==> config.mk <==
export PLATFORM = sky130hd
export DESIGN_NAME = nibble_regfile_top
export DESIGN_NICKNAME = d
export VERILOG_FILES = /design/src/hdl/micro_cycle_pkg.sv /design/src/hdl/cpu_types_pkg.sv /design/src/hdl/reg_bus_if.sv /design/src/hdl/nibble_regfile_top.sv /design/src/hdl/index_regs.sv /design/src/hdl/data_regs.sv /design/src/hdl/bus_transfer_ctrl.sv
export SDC_FILE = /design/constraint.sdc
export NUM_CORES = 1
export LEC_CHECK = 0
export ABC_AREA = 1
export BUFFER_PORTS_ARGS = -buffer_cell sky130_fd_sc_hd__buf_2
export CAP_MARGIN = 5
export CELL_PAD_IN_SITES_DETAIL_PLACEMENT = 1
export CELL_PAD_IN_SITES_GLOBAL_PLACEMENT = 1
export CORE_MARGIN = 2
export CORE_UTILIZATION = 44
export CTS_CLUSTER_SIZE = 24
export DETAILED_ROUTE_END_ITERATION = 10
export PLACE_DENSITY = 0.9
export SLEW_MARGIN = 15
export SYNTH_ARGS = -nofsm -noshare
export SYNTH_HDL_FRONTEND = slang
export SYNTH_SLANG_ARGS = --single-unit
==> constraint.sdc <==
create_clock -name clk -period 2.8 [get_ports clk]
set_clock_uncertainty 0.15 [all_clocks]
set_input_delay 0 -clock clk [delete_from_list [all_inputs] [get_ports clk]]
set_output_delay 0 -clock clk [all_outputs]
set_load 0.02 [all_outputs]
==> src/hdl/micro_cycle_pkg.sv <==
package micro_cycle_pkg;

  // --------------------------------------------------
  // Micro-sequence of one bus transfer
  // --------------------------------------------------
  typedef enum logic [1:0] {
    CYCLE_IDLE  = 2'd0,
    CYCLE_FETCH = 2'd1,
    CYCLE_WRITE = 2'd2
  } micro_cycle_t;

  // Busy cycles per transfer, fetch plus write
  localparam int TRANSFER_CYCLES = 2;

endpackage

==> src/hdl/cpu_types_pkg.sv <==
package cpu_types_pkg;

  // --------------------------------------------------
  // Data and address widths
  // --------------------------------------------------
  typedef logic [3:0]  nibble_t;
  typedef logic [11:0] mem_addr_t;
  typedef logic [7:0]  sp_t;

  typedef logic [4:0] reg_sel_t;
  typedef logic [2:0] inc_sel_t;
  typedef logic [2:0] addr_mode_t;

  // --------------------------------------------------
  // Bus source and destination codes
  // --------------------------------------------------
  localparam reg_sel_t REG_A              = 5'd0;
  localparam reg_sel_t REG_B              = 5'd1;
  localparam reg_sel_t REG_TA             = 5'd2;
  localparam reg_sel_t REG_TB             = 5'd3;
  localparam reg_sel_t REG_FLAGS          = 5'd4;
  localparam reg_sel_t REG_XL             = 5'd5;
  localparam reg_sel_t REG_XH             = 5'd6;
  localparam reg_sel_t REG_XP             = 5'd7;
  localparam reg_sel_t REG_YL             = 5'd8;
  localparam reg_sel_t REG_YH             = 5'd9;
  localparam reg_sel_t REG_YP             = 5'd10;
  localparam reg_sel_t REG_SPL            = 5'd11;
  localparam reg_sel_t REG_SPH            = 5'd12;
  localparam reg_sel_t REG_IMML           = 5'd13;
  localparam reg_sel_t REG_IMMH           = 5'd14;
  localparam reg_sel_t REG_ALU            = 5'd15;
  localparam reg_sel_t REG_ALU_WITH_FLAGS = 5'd16;
  localparam reg_sel_t REG_ONE            = 5'd17;
  // Memory operands
  localparam reg_sel_t REG_MX             = 5'd18;
  localparam reg_sel_t REG_MY             = 5'd19;
  localparam reg_sel_t REG_MSP            = 5'd20;
  localparam reg_sel_t REG_MSP_DEC        = 5'd21;
  localparam reg_sel_t REG_MN             = 5'd22;

  // Increment selector
  localparam inc_sel_t INC_NONE   = 3'd0;
  localparam inc_sel_t INC_X      = 3'd1;
  localparam inc_sel_t INC_Y      = 3'd2;
  localparam inc_sel_t INC_SP_INC = 3'd3;
  localparam inc_sel_t INC_SP_DEC = 3'd4;

  // Memory address source
  localparam addr_mode_t ADDR_X      = 3'd0;
  localparam addr_mode_t ADDR_Y      = 3'd1;
  localparam addr_mode_t ADDR_SP     = 3'd2;
  localparam addr_mode_t ADDR_SP_DEC = 3'd3;
  localparam addr_mode_t ADDR_IMM    = 3'd4;

  // Bit positions in FLAGS
  localparam int FLAG_C = 0;
  localparam int FLAG_Z = 1;
  localparam int FLAG_D = 2;
  localparam int FLAG_I = 3;

endpackage
==> src/hdl/reg_bus_if.sv <==
`timescale 1ns/100ps

interface reg_bus_if;

  // Microinstruction fields and bus value from the controller
  cpu_types_pkg::reg_sel_t   rd_sel;
  cpu_types_pkg::reg_sel_t   wr_sel;
  cpu_types_pkg::nibble_t    bus_value;
  logic                      wr_stb;
  cpu_types_pkg::inc_sel_t   inc_sel;
  cpu_types_pkg::addr_mode_t addr_mode;
  logic [7:0]                imm;

  // ALU flag update
  logic                      alu_flags_load;
  logic                      alu_carry;
  logic                      alu_zero;

  // Read value returned by the bank
  cpu_types_pkg::nibble_t    rd_data;

  modport ctrl (
    output rd_sel, wr_sel, bus_value, wr_stb, inc_sel, addr_mode, imm,
    output alu_flags_load, alu_carry, alu_zero,
    input  rd_data
  );

  modport bank (
    input  rd_sel, wr_sel, bus_value, wr_stb, inc_sel, addr_mode, imm,
    input  alu_flags_load, alu_carry, alu_zero,
    output rd_data
  );

endinterface

==> src/hdl/nibble_regfile_top.sv <==
`timescale 1ns/100ps

module nibble_regfile_top (
  input  logic                     clk,
  input  logic                     rst_n,
  input  logic                     start,
  input  cpu_types_pkg::reg_sel_t  rd_sel,
  input  cpu_types_pkg::reg_sel_t  wr_sel,
  input  cpu_types_pkg::inc_sel_t  inc_sel,
  input  logic [7:0]               imm,
  input  cpu_types_pkg::nibble_t   alu_result,
  input  logic                     alu_carry,
  input  logic                     alu_zero,
  input  cpu_types_pkg::nibble_t   mem_rdata,
  output logic                     busy,
  output cpu_types_pkg::mem_addr_t mem_addr,
  output cpu_types_pkg::nibble_t   mem_wdata,
  output logic                     mem_we,
  output cpu_types_pkg::nibble_t   flags
);

  // One bus per register bank
  reg_bus_if data_bus ();
  reg_bus_if index_bus ();

  bus_transfer_ctrl u_ctrl (
    .clk        (clk),
    .rst_n      (rst_n),
    .start      (start),
    .rd_sel     (rd_sel),
    .wr_sel     (wr_sel),
    .inc_sel    (inc_sel),
    .imm        (imm),
    .alu_result (alu_result),
    .alu_carry  (alu_carry),
    .alu_zero   (alu_zero),
    .mem_rdata  (mem_rdata),
    .busy       (busy),
    .mem_wdata  (mem_wdata),
    .mem_we     (mem_we),
    .data_bus   (data_bus.ctrl),
    .index_bus  (index_bus.ctrl)
  );

  data_regs u_data_regs (
    .clk   (clk),
    .rst_n (rst_n),
    .bus   (data_bus.bank),
    .flags (flags)
  );

  index_regs u_index_regs (
    .clk      (clk),
    .rst_n    (rst_n),
    .bus      (index_bus.bank),
    .mem_addr (mem_addr)
  );

endmodule

==> src/hdl/index_regs.sv <==
`timescale 1ns/100ps

module index_regs (
  input  logic                     clk,
  input  logic                     rst_n,
  reg_bus_if.bank                  bus,
  output cpu_types_pkg::mem_addr_t mem_addr
);

  // Page nibble in [11:8], low byte in [7:0]
  cpu_types_pkg::mem_addr_t x;
  cpu_types_pkg::mem_addr_t y;
  cpu_types_pkg::sp_t       sp;
  cpu_types_pkg::sp_t       sp_dec;

  assign sp_dec = sp - 8'd1;

  // --------------------------------------------------
  // Nibble writes and address updates
  // --------------------------------------------------
  always_ff @(posedge clk) begin
    if (!rst_n) begin
      x  <= 12'h000;
      y  <= 12'h000;
      sp <= 8'h00;
    end else if (bus.wr_stb) begin
      case (bus.wr_sel)
        cpu_types_pkg::REG_XL:  x[3:0]   <= bus.bus_value;
        cpu_types_pkg::REG_XH:  x[7:4]   <= bus.bus_value;
        cpu_types_pkg::REG_XP:  x[11:8]  <= bus.bus_value;
        cpu_types_pkg::REG_YL:  y[3:0]   <= bus.bus_value;
        cpu_types_pkg::REG_YH:  y[7:4]   <= bus.bus_value;
        cpu_types_pkg::REG_YP:  y[11:8]  <= bus.bus_value;
        cpu_types_pkg::REG_SPL: sp[3:0]  <= bus.bus_value;
        cpu_types_pkg::REG_SPH: sp[7:4]  <= bus.bus_value;
        default: ;
      endcase

      // Increment wins over a nibble write to the same register
      case (bus.inc_sel)
        cpu_types_pkg::INC_X:      x  <= {x[11:8], x[7:0] + 8'd1};
        cpu_types_pkg::INC_Y:      y  <= {y[11:8], y[7:0] + 8'd1};
        cpu_types_pkg::INC_SP_INC: sp <= sp + 8'd1;
        cpu_types_pkg::INC_SP_DEC: sp <= sp_dec;
        default: ;
      endcase
    end
  end

  // --------------------------------------------------
  // Read mux
  // --------------------------------------------------
  always_comb begin
    case (bus.rd_sel)
      cpu_types_pkg::REG_XL:  bus.rd_data = x[3:0];
      cpu_types_pkg::REG_XH:  bus.rd_data = x[7:4];
      cpu_types_pkg::REG_XP:  bus.rd_data = x[11:8];
      cpu_types_pkg::REG_YL:  bus.rd_data = y[3:0];
      cpu_types_pkg::REG_YH:  bus.rd_data = y[7:4];
      cpu_types_pkg::REG_YP:  bus.rd_data = y[11:8];
      cpu_types_pkg::REG_SPL: bus.rd_data = sp[3:0];
      cpu_types_pkg::REG_SPH: bus.rd_data = sp[7:4];
      default:                bus.rd_data = 4'd0;
    endcase
  end

  // --------------------------------------------------
  // Memory address generation
  // --------------------------------------------------
  always_comb begin
    case (bus.addr_mode)
      cpu_types_pkg::ADDR_Y:      mem_addr = y;
      cpu_types_pkg::ADDR_SP:     mem_addr = {4'h0, sp};
      // Pre-decrement addresses the new top of stack
      cpu_types_pkg::ADDR_SP_DEC: mem_addr = {4'h0, sp_dec};
      cpu_types_pkg::ADDR_IMM:    mem_addr = {8'h00, bus.imm[3:0]};
      default:                    mem_addr = x;
    endcase
  end

endmodule

==> src/hdl/data_regs.sv <==
`timescale 1ns/100ps

module data_regs (
  input  logic                   clk,
  input  logic                   rst_n,
  reg_bus_if.bank                bus,
  output cpu_types_pkg::nibble_t flags
);

  cpu_types_pkg::nibble_t a;
  cpu_types_pkg::nibble_t b;
  cpu_types_pkg::nibble_t ta;
  cpu_types_pkg::nibble_t tb;

  // --------------------------------------------------
  // Register writes
  // --------------------------------------------------
  always_ff @(posedge clk) begin
    if (!rst_n) begin
      a     <= 4'd0;
      b     <= 4'd0;
      ta    <= 4'd0;
      tb    <= 4'd0;
      flags <= 4'd0;
    end else begin
      if (bus.wr_stb) begin
        case (bus.wr_sel)
          cpu_types_pkg::REG_A:     a     <= bus.bus_value;
          cpu_types_pkg::REG_B:     b     <= bus.bus_value;
          cpu_types_pkg::REG_TA:    ta    <= bus.bus_value;
          cpu_types_pkg::REG_TB:    tb    <= bus.bus_value;
          cpu_types_pkg::REG_FLAGS: flags <= bus.bus_value;
          default: ;
        endcase
      end

      // ALU source with flags, D and I untouched
      if (bus.alu_flags_load) begin
        flags[cpu_types_pkg::FLAG_C] <= bus.alu_carry;
        flags[cpu_types_pkg::FLAG_Z] <= bus.alu_zero;
      end
    end
  end

  // --------------------------------------------------
  // Read mux
  // --------------------------------------------------
  always_comb begin
    case (bus.rd_sel)
      cpu_types_pkg::REG_A:     bus.rd_data = a;
      cpu_types_pkg::REG_B:     bus.rd_data = b;
      cpu_types_pkg::REG_TA:    bus.rd_data = ta;
      cpu_types_pkg::REG_TB:    bus.rd_data = tb;
      cpu_types_pkg::REG_FLAGS: bus.rd_data = flags;
      // Codes owned by other sources
      default:                  bus.rd_data = 4'd0;
    endcase
  end

endmodule

==> src/hdl/bus_transfer_ctrl.sv <==
`timescale 1ns/100ps

module bus_transfer_ctrl (
  input  logic                    clk,
  input  logic                    rst_n,
  input  logic                    start,
  input  cpu_types_pkg::reg_sel_t rd_sel,
  input  cpu_types_pkg::reg_sel_t wr_sel,
  input  cpu_types_pkg::inc_sel_t inc_sel,
  input  logic [7:0]              imm,
  input  cpu_types_pkg::nibble_t  alu_result,
  input  logic                    alu_carry,
  input  logic                    alu_zero,
  input  cpu_types_pkg::nibble_t  mem_rdata,
  output logic                    busy,
  output cpu_types_pkg::nibble_t  mem_wdata,
  output logic                    mem_we,
  reg_bus_if.ctrl                 data_bus,
  reg_bus_if.ctrl                 index_bus
);

  micro_cycle_pkg::micro_cycle_t state;

  // Microinstruction held for the whole transfer
  cpu_types_pkg::reg_sel_t   src_q;
  cpu_types_pkg::reg_sel_t   dst_q;
  cpu_types_pkg::inc_sel_t   inc_q;
  logic [7:0]                imm_q;

  cpu_types_pkg::nibble_t    bus_value;
  cpu_types_pkg::addr_mode_t addr_mode;
  logic                      src_is_mem;
  logic                      dst_is_mem;
  logic                      wr_stb;
  logic                      alu_flags_load;

  function automatic logic is_mem_code(input cpu_types_pkg::reg_sel_t code);
    return code inside {cpu_types_pkg::REG_MX, cpu_types_pkg::REG_MY,
                        cpu_types_pkg::REG_MSP, cpu_types_pkg::REG_MSP_DEC,
                        cpu_types_pkg::REG_MN};
  endfunction

  function automatic cpu_types_pkg::addr_mode_t mode_of(input cpu_types_pkg::reg_sel_t code);
    case (code)
      cpu_types_pkg::REG_MY:      return cpu_types_pkg::ADDR_Y;
      cpu_types_pkg::REG_MSP:     return cpu_types_pkg::ADDR_SP;
      cpu_types_pkg::REG_MSP_DEC: return cpu_types_pkg::ADDR_SP_DEC;
      cpu_types_pkg::REG_MN:      return cpu_types_pkg::ADDR_IMM;
      default:                    return cpu_types_pkg::ADDR_X;
    endcase
  endfunction

  // --------------------------------------------------
  // Micro-cycle sequencer
  // --------------------------------------------------
  always_ff @(posedge clk) begin
    if (!rst_n) begin
      state <= micro_cycle_pkg::CYCLE_IDLE;
      src_q <= cpu_types_pkg::REG_A;
      dst_q <= cpu_types_pkg::REG_A;
      inc_q <= cpu_types_pkg::INC_NONE;
      imm_q <= 8'h00;
    end else begin
      case (state)
        micro_cycle_pkg::CYCLE_IDLE: begin
          // Requests during a transfer are dropped
          if (start) begin
            src_q <= rd_sel;
            dst_q <= wr_sel;
            inc_q <= inc_sel;
            imm_q <= imm;
            state <= micro_cycle_pkg::CYCLE_FETCH;
          end
        end
        micro_cycle_pkg::CYCLE_FETCH: state <= micro_cycle_pkg::CYCLE_WRITE;
        micro_cycle_pkg::CYCLE_WRITE: state <= micro_cycle_pkg::CYCLE_IDLE;
        default:                      state <= micro_cycle_pkg::CYCLE_IDLE;
      endcase
    end
  end

  assign busy   = (state != micro_cycle_pkg::CYCLE_IDLE);
  assign wr_stb = (state == micro_cycle_pkg::CYCLE_WRITE);

  // --------------------------------------------------
  // Source classification and bus mux
  // --------------------------------------------------
  always_comb begin
    case (src_q)
      cpu_types_pkg::REG_A, cpu_types_pkg::REG_B, cpu_types_pkg::REG_TA,
      cpu_types_pkg::REG_TB, cpu_types_pkg::REG_FLAGS:
        bus_value = data_bus.rd_data;
      cpu_types_pkg::REG_XL, cpu_types_pkg::REG_XH, cpu_types_pkg::REG_XP,
      cpu_types_pkg::REG_YL, cpu_types_pkg::REG_YH, cpu_types_pkg::REG_YP,
      cpu_types_pkg::REG_SPL, cpu_types_pkg::REG_SPH:
        bus_value = index_bus.rd_data;
      cpu_types_pkg::REG_MX, cpu_types_pkg::REG_MY, cpu_types_pkg::REG_MSP,
      cpu_types_pkg::REG_MSP_DEC, cpu_types_pkg::REG_MN:
        bus_value = mem_rdata;
      cpu_types_pkg::REG_IMML:            bus_value = imm_q[3:0];
      cpu_types_pkg::REG_IMMH:            bus_value = imm_q[7:4];
      cpu_types_pkg::REG_ALU,
      cpu_types_pkg::REG_ALU_WITH_FLAGS:  bus_value = alu_result;
      cpu_types_pkg::REG_ONE:             bus_value = 4'd1;
      default:                            bus_value = 4'd0;
    endcase
  end

  // Memory side, source wins when both name memory
  assign src_is_mem     = is_mem_code(src_q);
  assign dst_is_mem     = is_mem_code(dst_q);
  assign addr_mode      = src_is_mem ? mode_of(src_q) : mode_of(dst_q);
  assign mem_we         = wr_stb && dst_is_mem;
  assign mem_wdata      = bus_value;
  assign alu_flags_load = wr_stb && (src_q == cpu_types_pkg::REG_ALU_WITH_FLAGS);

  // --------------------------------------------------
  // Drive both register banks
  // --------------------------------------------------
  assign data_bus.rd_sel          = src_q;
  assign data_bus.wr_sel          = dst_q;
  assign data_bus.bus_value       = bus_value;
  assign data_bus.wr_stb          = wr_stb;
  assign data_bus.inc_sel         = inc_q;
  assign data_bus.addr_mode       = addr_mode;
  assign data_bus.imm             = imm_q;
  assign data_bus.alu_flags_load  = alu_flags_load;
  assign data_bus.alu_carry       = alu_carry;
  assign data_bus.alu_zero        = alu_zero;

  assign index_bus.rd_sel         = src_q;
  assign index_bus.wr_sel         = dst_q;
  assign index_bus.bus_value      = bus_value;
  assign index_bus.wr_stb         = wr_stb;
  assign index_bus.inc_sel        = inc_q;
  assign index_bus.addr_mode      = addr_mode;
  assign index_bus.imm            = imm_q;
  assign index_bus.alu_flags_load = alu_flags_load;
  assign index_bus.alu_carry      = alu_carry;
  assign index_bus.alu_zero       = alu_zero;

endmodule

==> results of run 1 <==
## logic make-up after synthesis
| group | share of synthesized area (%) |
|---|---|
| flip-flops | 30.90 |
| AO/OA/AOI/OAI | 17.43 |
| adder cells (fa/ha/maj) | 1.030 |
| XOR/XNOR | 1.442 |
| AND/OR/NAND/NOR | 38.36 |
| buffers and inverters | 10.84 |
## path summary, 6_finish.rpt
check,start,depth (start not counted),endpoint,slack (ps)
hold reg to reg,u_ctrl.state[1],1,u_ctrl.state[1],310
hold / removal,alu_result[2],7,u_index_regs.y[10],170
setup / recovery,u_ctrl.data_bus.wr_sel[4],9,mem_addr[2],70
setup reg to reg,u_ctrl.data_bus.rd_sel[3],9,u_data_regs.flags[3],350
## sequential cells by signal, indices dropped and copies added, names as in the netlist, 5 cells and up
name                    count
u_ctrl.data_bus.wr_sel      5
u_index_regs.x             12
u_index_regs.y             12
u_ctrl.data_bus.rd_sel      5
u_index_regs.sp             8
u_ctrl.data_bus.imm         8
## cell type report
class / instances / area (µm²) / share of cell area (%)
well taps: 140 / 175.2 / 3.010
clock buffers: 12 / 145.1 / 2.494
multi-input cells: 596 / 2840 / 48.81
flip-flops and latches: 75 / 1503 / 25.82
inverters: 112 / 420.4 / 7.224
repair buffers: 95 / 635.6 / 10.92
clock inverters: 4 / 97.59 / 1.677
diodes: 1 / 2.502 / 0.04300
## cells in the mapped netlist (5+ instances only)
cell type	number	area share [%]
o21ai_0	72	7.4
nand3_1	69	7.1
o21ai_1	13	1.3
nand4_1	5	0.64
xor2_1	7	1.3
nand2_1	183	14
inv_1	109	8.4
a21oi_1	59	6.1
nor3_1	8	0.82
nand3_2	6	1.2
clkbuf_1	13	1.0
dfxtp_1	75	31
nor2_1	138	11
## metrics by stage
| step | setup TNS, ps | utilization [%] | instances |
|---|---|---|---|
| after floorplan | 0 | - | 803 |
| after global placement | 0 | 48.77 | 986 |
| after detailed placement | 0 | 48.77 | 986 |
| after CTS | 0 | 53.25 | 1026 |
| after global routing | -13.02 | 53.92 | 1035 |
| final | 0 | 53.92 | 1035 |
## power breakdown
group	switching [W]	total, W	internal, W	leakage, nW
logic	0.000317	0.000457	0.000140	2.24
clock network	0.000432	0.00105	0.000618	0.117
registers	0.0000485	0.00115	0.00110	0.610
total	0.000797	0.00266	0.00186	2.96
## routing by layer
layer / vias to the layer above / global-route usage (%) / wire [µm]
met3: 72 / 5.140 / 994
met1: 2819 / 38.36 / 7864
met2: 202 / 57.68 / 9648
met4: 0 / 18.86 / 972
li1: 2748 / - / -
met5: - / 0 / 0
## worst reg2reg max path: cells and delay by family, from the launching register on
family,cells,cell delay (ps)
AO/OA/AOI/OAI,1,340
buffers and inverters,1,70
AND/OR/NAND/NOR,7,1230
flip-flops,1,560
## what timing repair did
action / in CTS / in global routing
setup buffers: 0 / 8
endpoints found under the setup margin: 0 / 14
resized for setup: 0 / 3
endpoints found under the hold margin: 46 / 0
hold buffers: 24 / 0
==> out/results.ini, run 1 <==
[outcome]
status = finished, final reports clean

[sta]
clock.fmax_ghz = 0.3667
post-route-min-period_ps = 2727
fin_crit_sh_pct = 97.39
worst_slew_pin_slew_ps = 763.8
finalMaxSlewViolations = 0
timing.final.hold_violations = 0
slew_headroom_pct = 49.03
setup_ws_ps = 73.15
setup_viol = 0
timing.hold.ws_ps = 170.6

[synth]
avgSynthCellArea_um2 = 6.052
ys_seq_area_share_pct = 30.90
async_flop_share_pct = 0
synth_edf_count = 0
synth_warnings = 0
synth_top_flop_cell = dfxtp_1
postSynthCellCount = 803
synth_area_um2 = 4860
ys_ff_latch = 75
yosysUniqueCellTypes = 35
syn-num-nets = 841

[drt]
wirelength_um = 19480
drt_iter0_drc = 372
first_pass_iters = 5
antenna_left = 0
post-route-drc-count = 0
via_count = 5841
wl_per_cell_um = 18.82
vias_per_cell = 5.643

[clock_network]
cts_tree = built
cts_made_buffers = 9
h-tree-depth = 3
clk_latency_ps = 370
clock-sinks = 75
clockBufferDepth = 2
clk_pin_slew_ps = 80
cts-root-buf = clkbuf_8

[setup_path]
cp.arrival_ps = 2580
critPathLaunchType = flop
worst-path-max-fanout = 8
slowest_delay_ps = 570
critPathKind = flop to primary output
crit_slowest_cell = nor3_1
cp_top_family = simple AND/OR/NAND/NOR gates
path_cells = inv_1 -> nor3_1 -> a21boi_4 -> nor2_2 -> nand2_1 -> nand2_1 -> nor2_1 -> nand2_1 -> buf_2
worst-path-buf-inv = 2
crit_top_cell = nand2_1
crit_path_end_kind = primary output
worstPathRequired_ps = 2650

[grt]
grt_max_degree = 28
gr-usage-all-layers_pct = 33.10
grt_pass1_wl_um = 29890
grt_pass1_vias = 5796
antenna_found_initial = 1
grt-ovfl-total = 0

[placed_design]
dp_hpwl_um = 13710
place.gp.congestion = 0.9432
placed_area_um2 = 5264
dp_slack_ps = 243.6
io_buffer_count = 55

[cells_and_area]
n_fill_cell = 1517
design_area_um2 = 5819
layout.nets = 927
layout_commonest_cell = nand2_1
drive_gt1_share_pct = 12.75
final_cell_mix = nand2_1 (183), nor2_1 (138), inv_1 (109)
synthToLayoutAreaGrowth_pct = 19.75

[hold_path]
hold_path_class = primary input to flop

[die]
die_h_um = 109.1
rows = 38
start_util_pct = 45.03
die_w_um = 109.1
core_um2 = 10790
die_area_um2 = 11900
pin_count = 56

[power]
p_per_area_nw_per_um2 = 456.5
p_leak_nw = 2.964
totalPowerFinal_w = 0.002657
ir_drop_mv = 0.2368

[flow_run]
cap_violations = 0

Note: power is estimated with default switching activity, not from simulation.
==> run 2, diff against run 1 <==
--- a/config.mk
+++ b/config.mk
@@ -8,10 +8,8 @@
 export ABC_AREA = 1
 export BUFFER_PORTS_ARGS = -buffer_cell sky130_fd_sc_hd__buf_2
 export CAP_MARGIN = 5
-export CELL_PAD_IN_SITES_DETAIL_PLACEMENT = 1
-export CELL_PAD_IN_SITES_GLOBAL_PLACEMENT = 1
 export CORE_MARGIN = 2
-export CORE_UTILIZATION = 44
+export CORE_UTILIZATION = 64
 export CTS_CLUSTER_SIZE = 24
 export DETAILED_ROUTE_END_ITERATION = 10
 export PLACE_DENSITY = 0.9
==> run 2 against run 1 <==
Net effect:
- via count decreased by 1.7%
- hold slack worse by 79 ps
- total power fell by 7.2%
- register-to-register slack better by 40 ps
- global-route usage up 5.7 points
- final area decreased by 2.4%
- clock power decreased by 16%
- routed wire length fell by 19%
- clock-buffer cell count shrank 2
- combinational power is 4.4% lower
==> out/results.ini, run 2 (same netlist as run 1, synthesis figures left out) <==
[setup_path]
crit_slowest_cell = dfxtp_1
rrSetupSlack_ps = 390
crit_top_cell = nor2_8
setup.worst_path.end = mem_addr[6]
path_cells = inv_2 -> nor2_8 -> nand2_1 -> nor2_4 -> nor2_8 -> a21boi_4 -> buf_12 -> nand2_4 -> nor2_8 -> nand2_1 -> nand3b_1 -> buf_2
critPathLaunch = u_ctrl.data_bus.rd_sel[2]
worstPathRequired_ps = 2650
worst-path-max-fanout = 9
crit_path_end_kind = primary output
worst-r2r-cell-count = 8
slowest_delay_ps = 470
rr_endpoint = u_index_regs.x[1]
critPathLaunchType = flop
r2r-start = u_ctrl.state[0]
critPathKind = flop to primary output
cp.arrival_ps = 2410

[cells_and_area]
drive_gt1_share_pct = 12.08
layout.nets = 919
synthToLayoutAreaGrowth_pct = 16.92
antenna_cells = 0
layout_commonest_cell = nand2_1
instances_no_fill = 985
final_cell_mix = nand2_1 (183), nor2_1 (138), inv_1 (109)
largest_registers = u_index_regs.x x12, u_index_regs.y x12

[drt]
wirelength_um = 15840
post-route-drc-count = 0
drt_iter0_drc = 554
wl_per_cell_um = 16.08
first_pass_iters = 6
antenna_left = 0
via_count = 5743
vias_per_cell = 5.830

[die]
die_h_um = 91.14
pin_count = 56
core_um2 = 7292
start_util_pct = 66.64
die_w_um = 91.14
die_area_um2 = 8307
rows = 31

[grt]
antenna_found_initial = 0
grt_max_degree = 52
grt_pass1_wl_um = 25900
gr-usage-all-layers_pct = 38.77
grt-ovfl-total = 0
grt_pass1_vias = 5510

[sta]
setup_viol = 0
setup_tns_ps = 0
clock.fmax_ghz = 0.3900
fin_crit_sh_pct = 91.57
finalMaxSlewViolations = 0
rsz0062_at_grt = no
post-route-min-period_ps = 2564
setup_ws_ps = 236.1
slew_headroom_pct = 31.21
worst_slew_pin_slew_ps = 1021
timing.final.hold_violations = 0

[placed_design]
dp_hpwl_um = 11300
dpl.cell_count = 943
dp_slack_ps = 303.1
io_buffer_count = 55
place.gp.congestion = 0.9879

[clock_network]
clockBufferDepth = 2
h-tree-depth = 3
cts-root-buf = clkbuf_8
clock-sinks = 75
clk_latency_ps = 360
clk_pin_slew_ps = 100
cts_made_buffers = 9
cts_tree = built

[power]
p_leak_nw = 2.921
ir_drop_mv = 0.5059
p_per_area_nw_per_um2 = 433.8

[hold_path]
hold_path_class = primary input to flop

[flow_run]
cap_violations = 0

[outcome]
status = finished, final reports clean

==> run 2: power by group <==
part	internal, W	switching (W)
sequential	0.00110	0.0000464
combinational	0.000137	0.000299
clock	0.000422	0.000457
total	0.00166	0.000803
==> run 2: worst min path at each step <==
stage | startpoint | end | slack [ps] | cells past startpoint
finish | rst_n | u_ctrl.data_bus.wr_sel[2] | 90 | 4
global route | rst_n | u_ctrl.data_bus.wr_sel[2] | 100 | 4
CTS | rst_n | u_ctrl.data_bus.imm[2] | 70 | 4
detailed placement | imm[2] | u_ctrl.data_bus.imm[2] | 110 | 3
global placement | imm[4] | u_ctrl.data_bus.imm[4] | 100 | 3
floorplan | rst_n | u_ctrl.data_bus.rd_sel[0] | -10 | 2
==> run 2: metrics by stage <==
stage                     instance area [µm²]  util (%)  total power [W]  hold slack, ps
final                                    5682     77.92         0.002465           92.10
after floorplan                          4860         -         0.001432          -11.63
after detailed placement                 5197     71.28         0.001554           105.8
after global placement                   5197     71.28         0.001542           98.58
after CTS                                5628     77.18         0.002423           70.48
after global routing                     5682     77.92         0.002550           98.36
==> run 2: critical path: cells and delay by family, from the launching register on <==
family,cells,cell delay (ps)
buffers and inverters,3,470
and+or+nand+nor,8,880
AOI/OAI and AO/OA,1,260
DFF,1,470
==> run 2: final cells by class <==
cell class	count	area, µm²
fillers	561	1610
clock inverters	6	72.57
flip-flops and latches	75	1503
inverters	112	420.4
clock buffers	10	127.6
well taps	99	123.9
repair buffers	87	598.1
multi-input cells	596	2836
==> run 2: timing repair <==
action	in CTS	in global routing
hold endpoints to repair	23	0
hold buffers	23	0
setup endpoints to repair	0	6
buffers inserted	0	3
gates resized for setup	0	2
==> run 2: layer usage <==
layer | share of wire [%] | track usage (%) | wire (µm)
met1 | 39 | 46.06 | 6141
met2 | 47 | 66.54 | 7391
met3 | 9.2 | 7.469 | 1455
met4 | 5.4 | 19.44 | 853
met5 | 0 | 0 | 0
==> run 3, diff against run 2 <==
--- a/config.mk
+++ b/config.mk
@@ -13,6 +13,7 @@
 export CTS_CLUSTER_SIZE = 24
 export DETAILED_ROUTE_END_ITERATION = 10
 export PLACE_DENSITY = 0.9
+export REMOVE_ABC_BUFFERS = 1
 export SLEW_MARGIN = 15
 export SYNTH_ARGS = -nofsm -noshare
 export SYNTH_HDL_FRONTEND = slang
==> run 3 against run 2 <==
Net effect:
- non-clock buffer count is 1 higher
- routed wire length is 0.32% higher
- combinational power hardly changed
- sequential power hardly changed
- final area is 0.48% lower
- highest routed layer unchanged
- core utilization is 0.38 points lower
- largest power group unchanged
- register-to-register slack better by 60 ps
- clock-buffer cell count is 1 higher
- critical path depth stayed put
- sequential share of layout area is 0.13 points higher
- setup slack worse by 80 ps
==> out/results.ini, run 3 (same netlist as run 1, synthesis figures left out) <==
[power]
clkPwrFrac_pct = 32.6
pwr-share-seq_pct = 48.9
p_leak_nw = 2.902
switching_share_pct = 33.37
ir_drop_mv = 0.3376
p_int_w = 0.001566
power_frac_comb_pct = 18.5
p_sw_w = 0.0007842
p_per_area_nw_per_um2 = 415.6

[setup_path]
cp.arrival_ps = 2490
path_cells = inv_2 -> nor2_8 -> nand2_1 -> nor2_4 -> nor2_8 -> a21oi_4 -> nor2_2 -> nand2_1 -> nand2_1 -> nor2_1 -> nand2_1 -> buf_2
critPathLaunchType = flop
critPathKind = flop to primary output
worst-path-buf-inv = 2
worstPathRequired_ps = 2650
rr_endpoint = u_index_regs.x[6]
slowest_delay_ps = 500
crit_path_end_kind = primary output
worst-path-max-fanout = 11
worst-r2r-cell-count = 8
cp_top_family = simple AND/OR/NAND/NOR gates
crit_slowest_cell = dfxtp_1
crit_top_cell = nand2_1
r2r-start = u_ctrl.state[0]
rrSetupSlack_ps = 450

[sta]
rsz0062_at_grt = no
post-route-min-period_ps = 2644
setup_ws_ps = 155.9
setup_viol = 0
finalMaxSlewViolations = 0
clock.fmax_ghz = 0.3782
timing.hold.ws_ps = 82.81
setup_tns_ps = 0
timing.final.hold_violations = 0
slew_headroom_pct = 29.29
fin_crit_sh_pct = 94.43
worst_slew_pin_slew_ps = 1050

[drt]
post-route-drc-count = 0
first_pass_iters = 6
wl_per_cell_um = 16.12
drt_iter0_drc = 604
vias_per_cell = 5.854
antenna_left = 0
wirelength_um = 15890
via_count = 5772

[placed_design]
io_buffer_count = 55
dp_slack_ps = 332.1
dp_hpwl_um = 11100
placed_area_um2 = 5197
place.gp.congestion = 0.9753

[clock_network]
cts_made_buffers = 9
clockBufferDepth = 2
cts_tree = built
cts-root-buf = clkbuf_8
clk_latency_ps = 360
clock-sinks = 75
clk_pin_slew_ps = 90
h-tree-depth = 3

[hold_path]
whs_path_depth = 4
min_to = u_index_regs.y[6]
hold_path_class = primary input to flop
min_from = rst_n

[die]
pin_count = 56
core_um2 = 7292
rows = 31
start_util_pct = 66.64
die_area_um2 = 8307
die_w_um = 91.14
die_h_um = 91.14

[cells_and_area]
synthToLayoutAreaGrowth_pct = 16.35
n_fill_cell = 605
layout_commonest_cell = nand2_1
antenna_cells = 0
design_area_um2 = 5654
final_cell_mix = nand2_1 (183), nor2_1 (138), inv_1 (109)
layout.nets = 920
drive_gt1_share_pct = 12.29
largest_registers = u_index_regs.x x12, u_index_regs.y x12

[grt]
grt_pass1_vias = 5277
antenna_found_initial = 0
gr-usage-all-layers_pct = 37.86
grt_max_degree = 52
grt_pass1_wl_um = 25440
grt-ovfl-total = 0

[flow_run]
cap_violations = 0

[outcome]
status = finished, final reports clean

==> run 3: per-stage QoR <==
step | total power (W) | utilization, % | std cells
2_1_floorplan | 0.001410 | - | 783
3_5_place_dp | 0.001552 | 71.28 | 943
6_report | 0.002350 | 77.54 | 986
4_1_cts | 0.002317 | 76.75 | 982
5_1_grt | 0.002423 | 77.54 | 986
3_3_place_gp | 0.001542 | 71.28 | 943
==> run 3: worst max path at each step <==
stage                         startpoint                end  slack (ps)  cells past startpoint
6_report       u_ctrl.data_bus.rd_sel[2]        mem_addr[0]         160                     12
5_1_grt        u_ctrl.data_bus.rd_sel[2]        mem_addr[2]          20                     12
4_1_cts        u_ctrl.data_bus.rd_sel[1]       mem_wdata[2]          60                      8
3_5_place_dp   u_ctrl.data_bus.rd_sel[1]  u_index_regs.x[2]         330                      9
3_3_place_gp   u_ctrl.data_bus.rd_sel[1]  u_index_regs.x[2]         460                      9
2_1_floorplan  u_ctrl.data_bus.rd_sel[4]   u_data_regs.a[2]         750                     11
==> run 3: power by group through the flow <==
stage	logic (W)	clock network [W]	registers, W
2_1_floorplan	0.000251	0	0.00116
3_3_place_gp	0.000374	0	0.00117
3_5_place_dp	0.000382	0	0.00117
4_1_cts	0.000409	0.000763	0.00115
5_1_grt	0.000473	0.000797	0.00115
6_report	0.000435	0.000766	0.00115
==> run 3: area by class of cell <==
cell class	instances	area, µm²	share of cell area (%)
multi-input cells	596	2845	50.32
inverters	112	420.4	7.435
clock buffers	11	131.4	2.324
flip-flops and latches	75	1503	26.58
repair buffers	88	593.1	10.49
well taps	99	123.9	2.191
clock inverters	5	37.54	0.6639
==> run 3: timing repair <==
action,in CTS,in global routing
setup buffers,0,4
setup endpoints to repair,0,9
hold endpoints to repair,23,0
hold buffers,23,0
gates resized for setup,0,4
==> run 3: worst min-delay path, stage by stage <==
cell and delay, ps:
buf_2 100, buf_4 270, o21ai_0 130, a21oi_1 40
==> run 3: metal layers <==
metal  up-vias  routed length [µm]  global-route usage, %
met3        77                1486                  6.639
met5         -                   0                      0
met4         0                 772                  16.79
met2       373                7441                  63.52
met1      2591                6194                  47.49
li1       2731                   -                      -
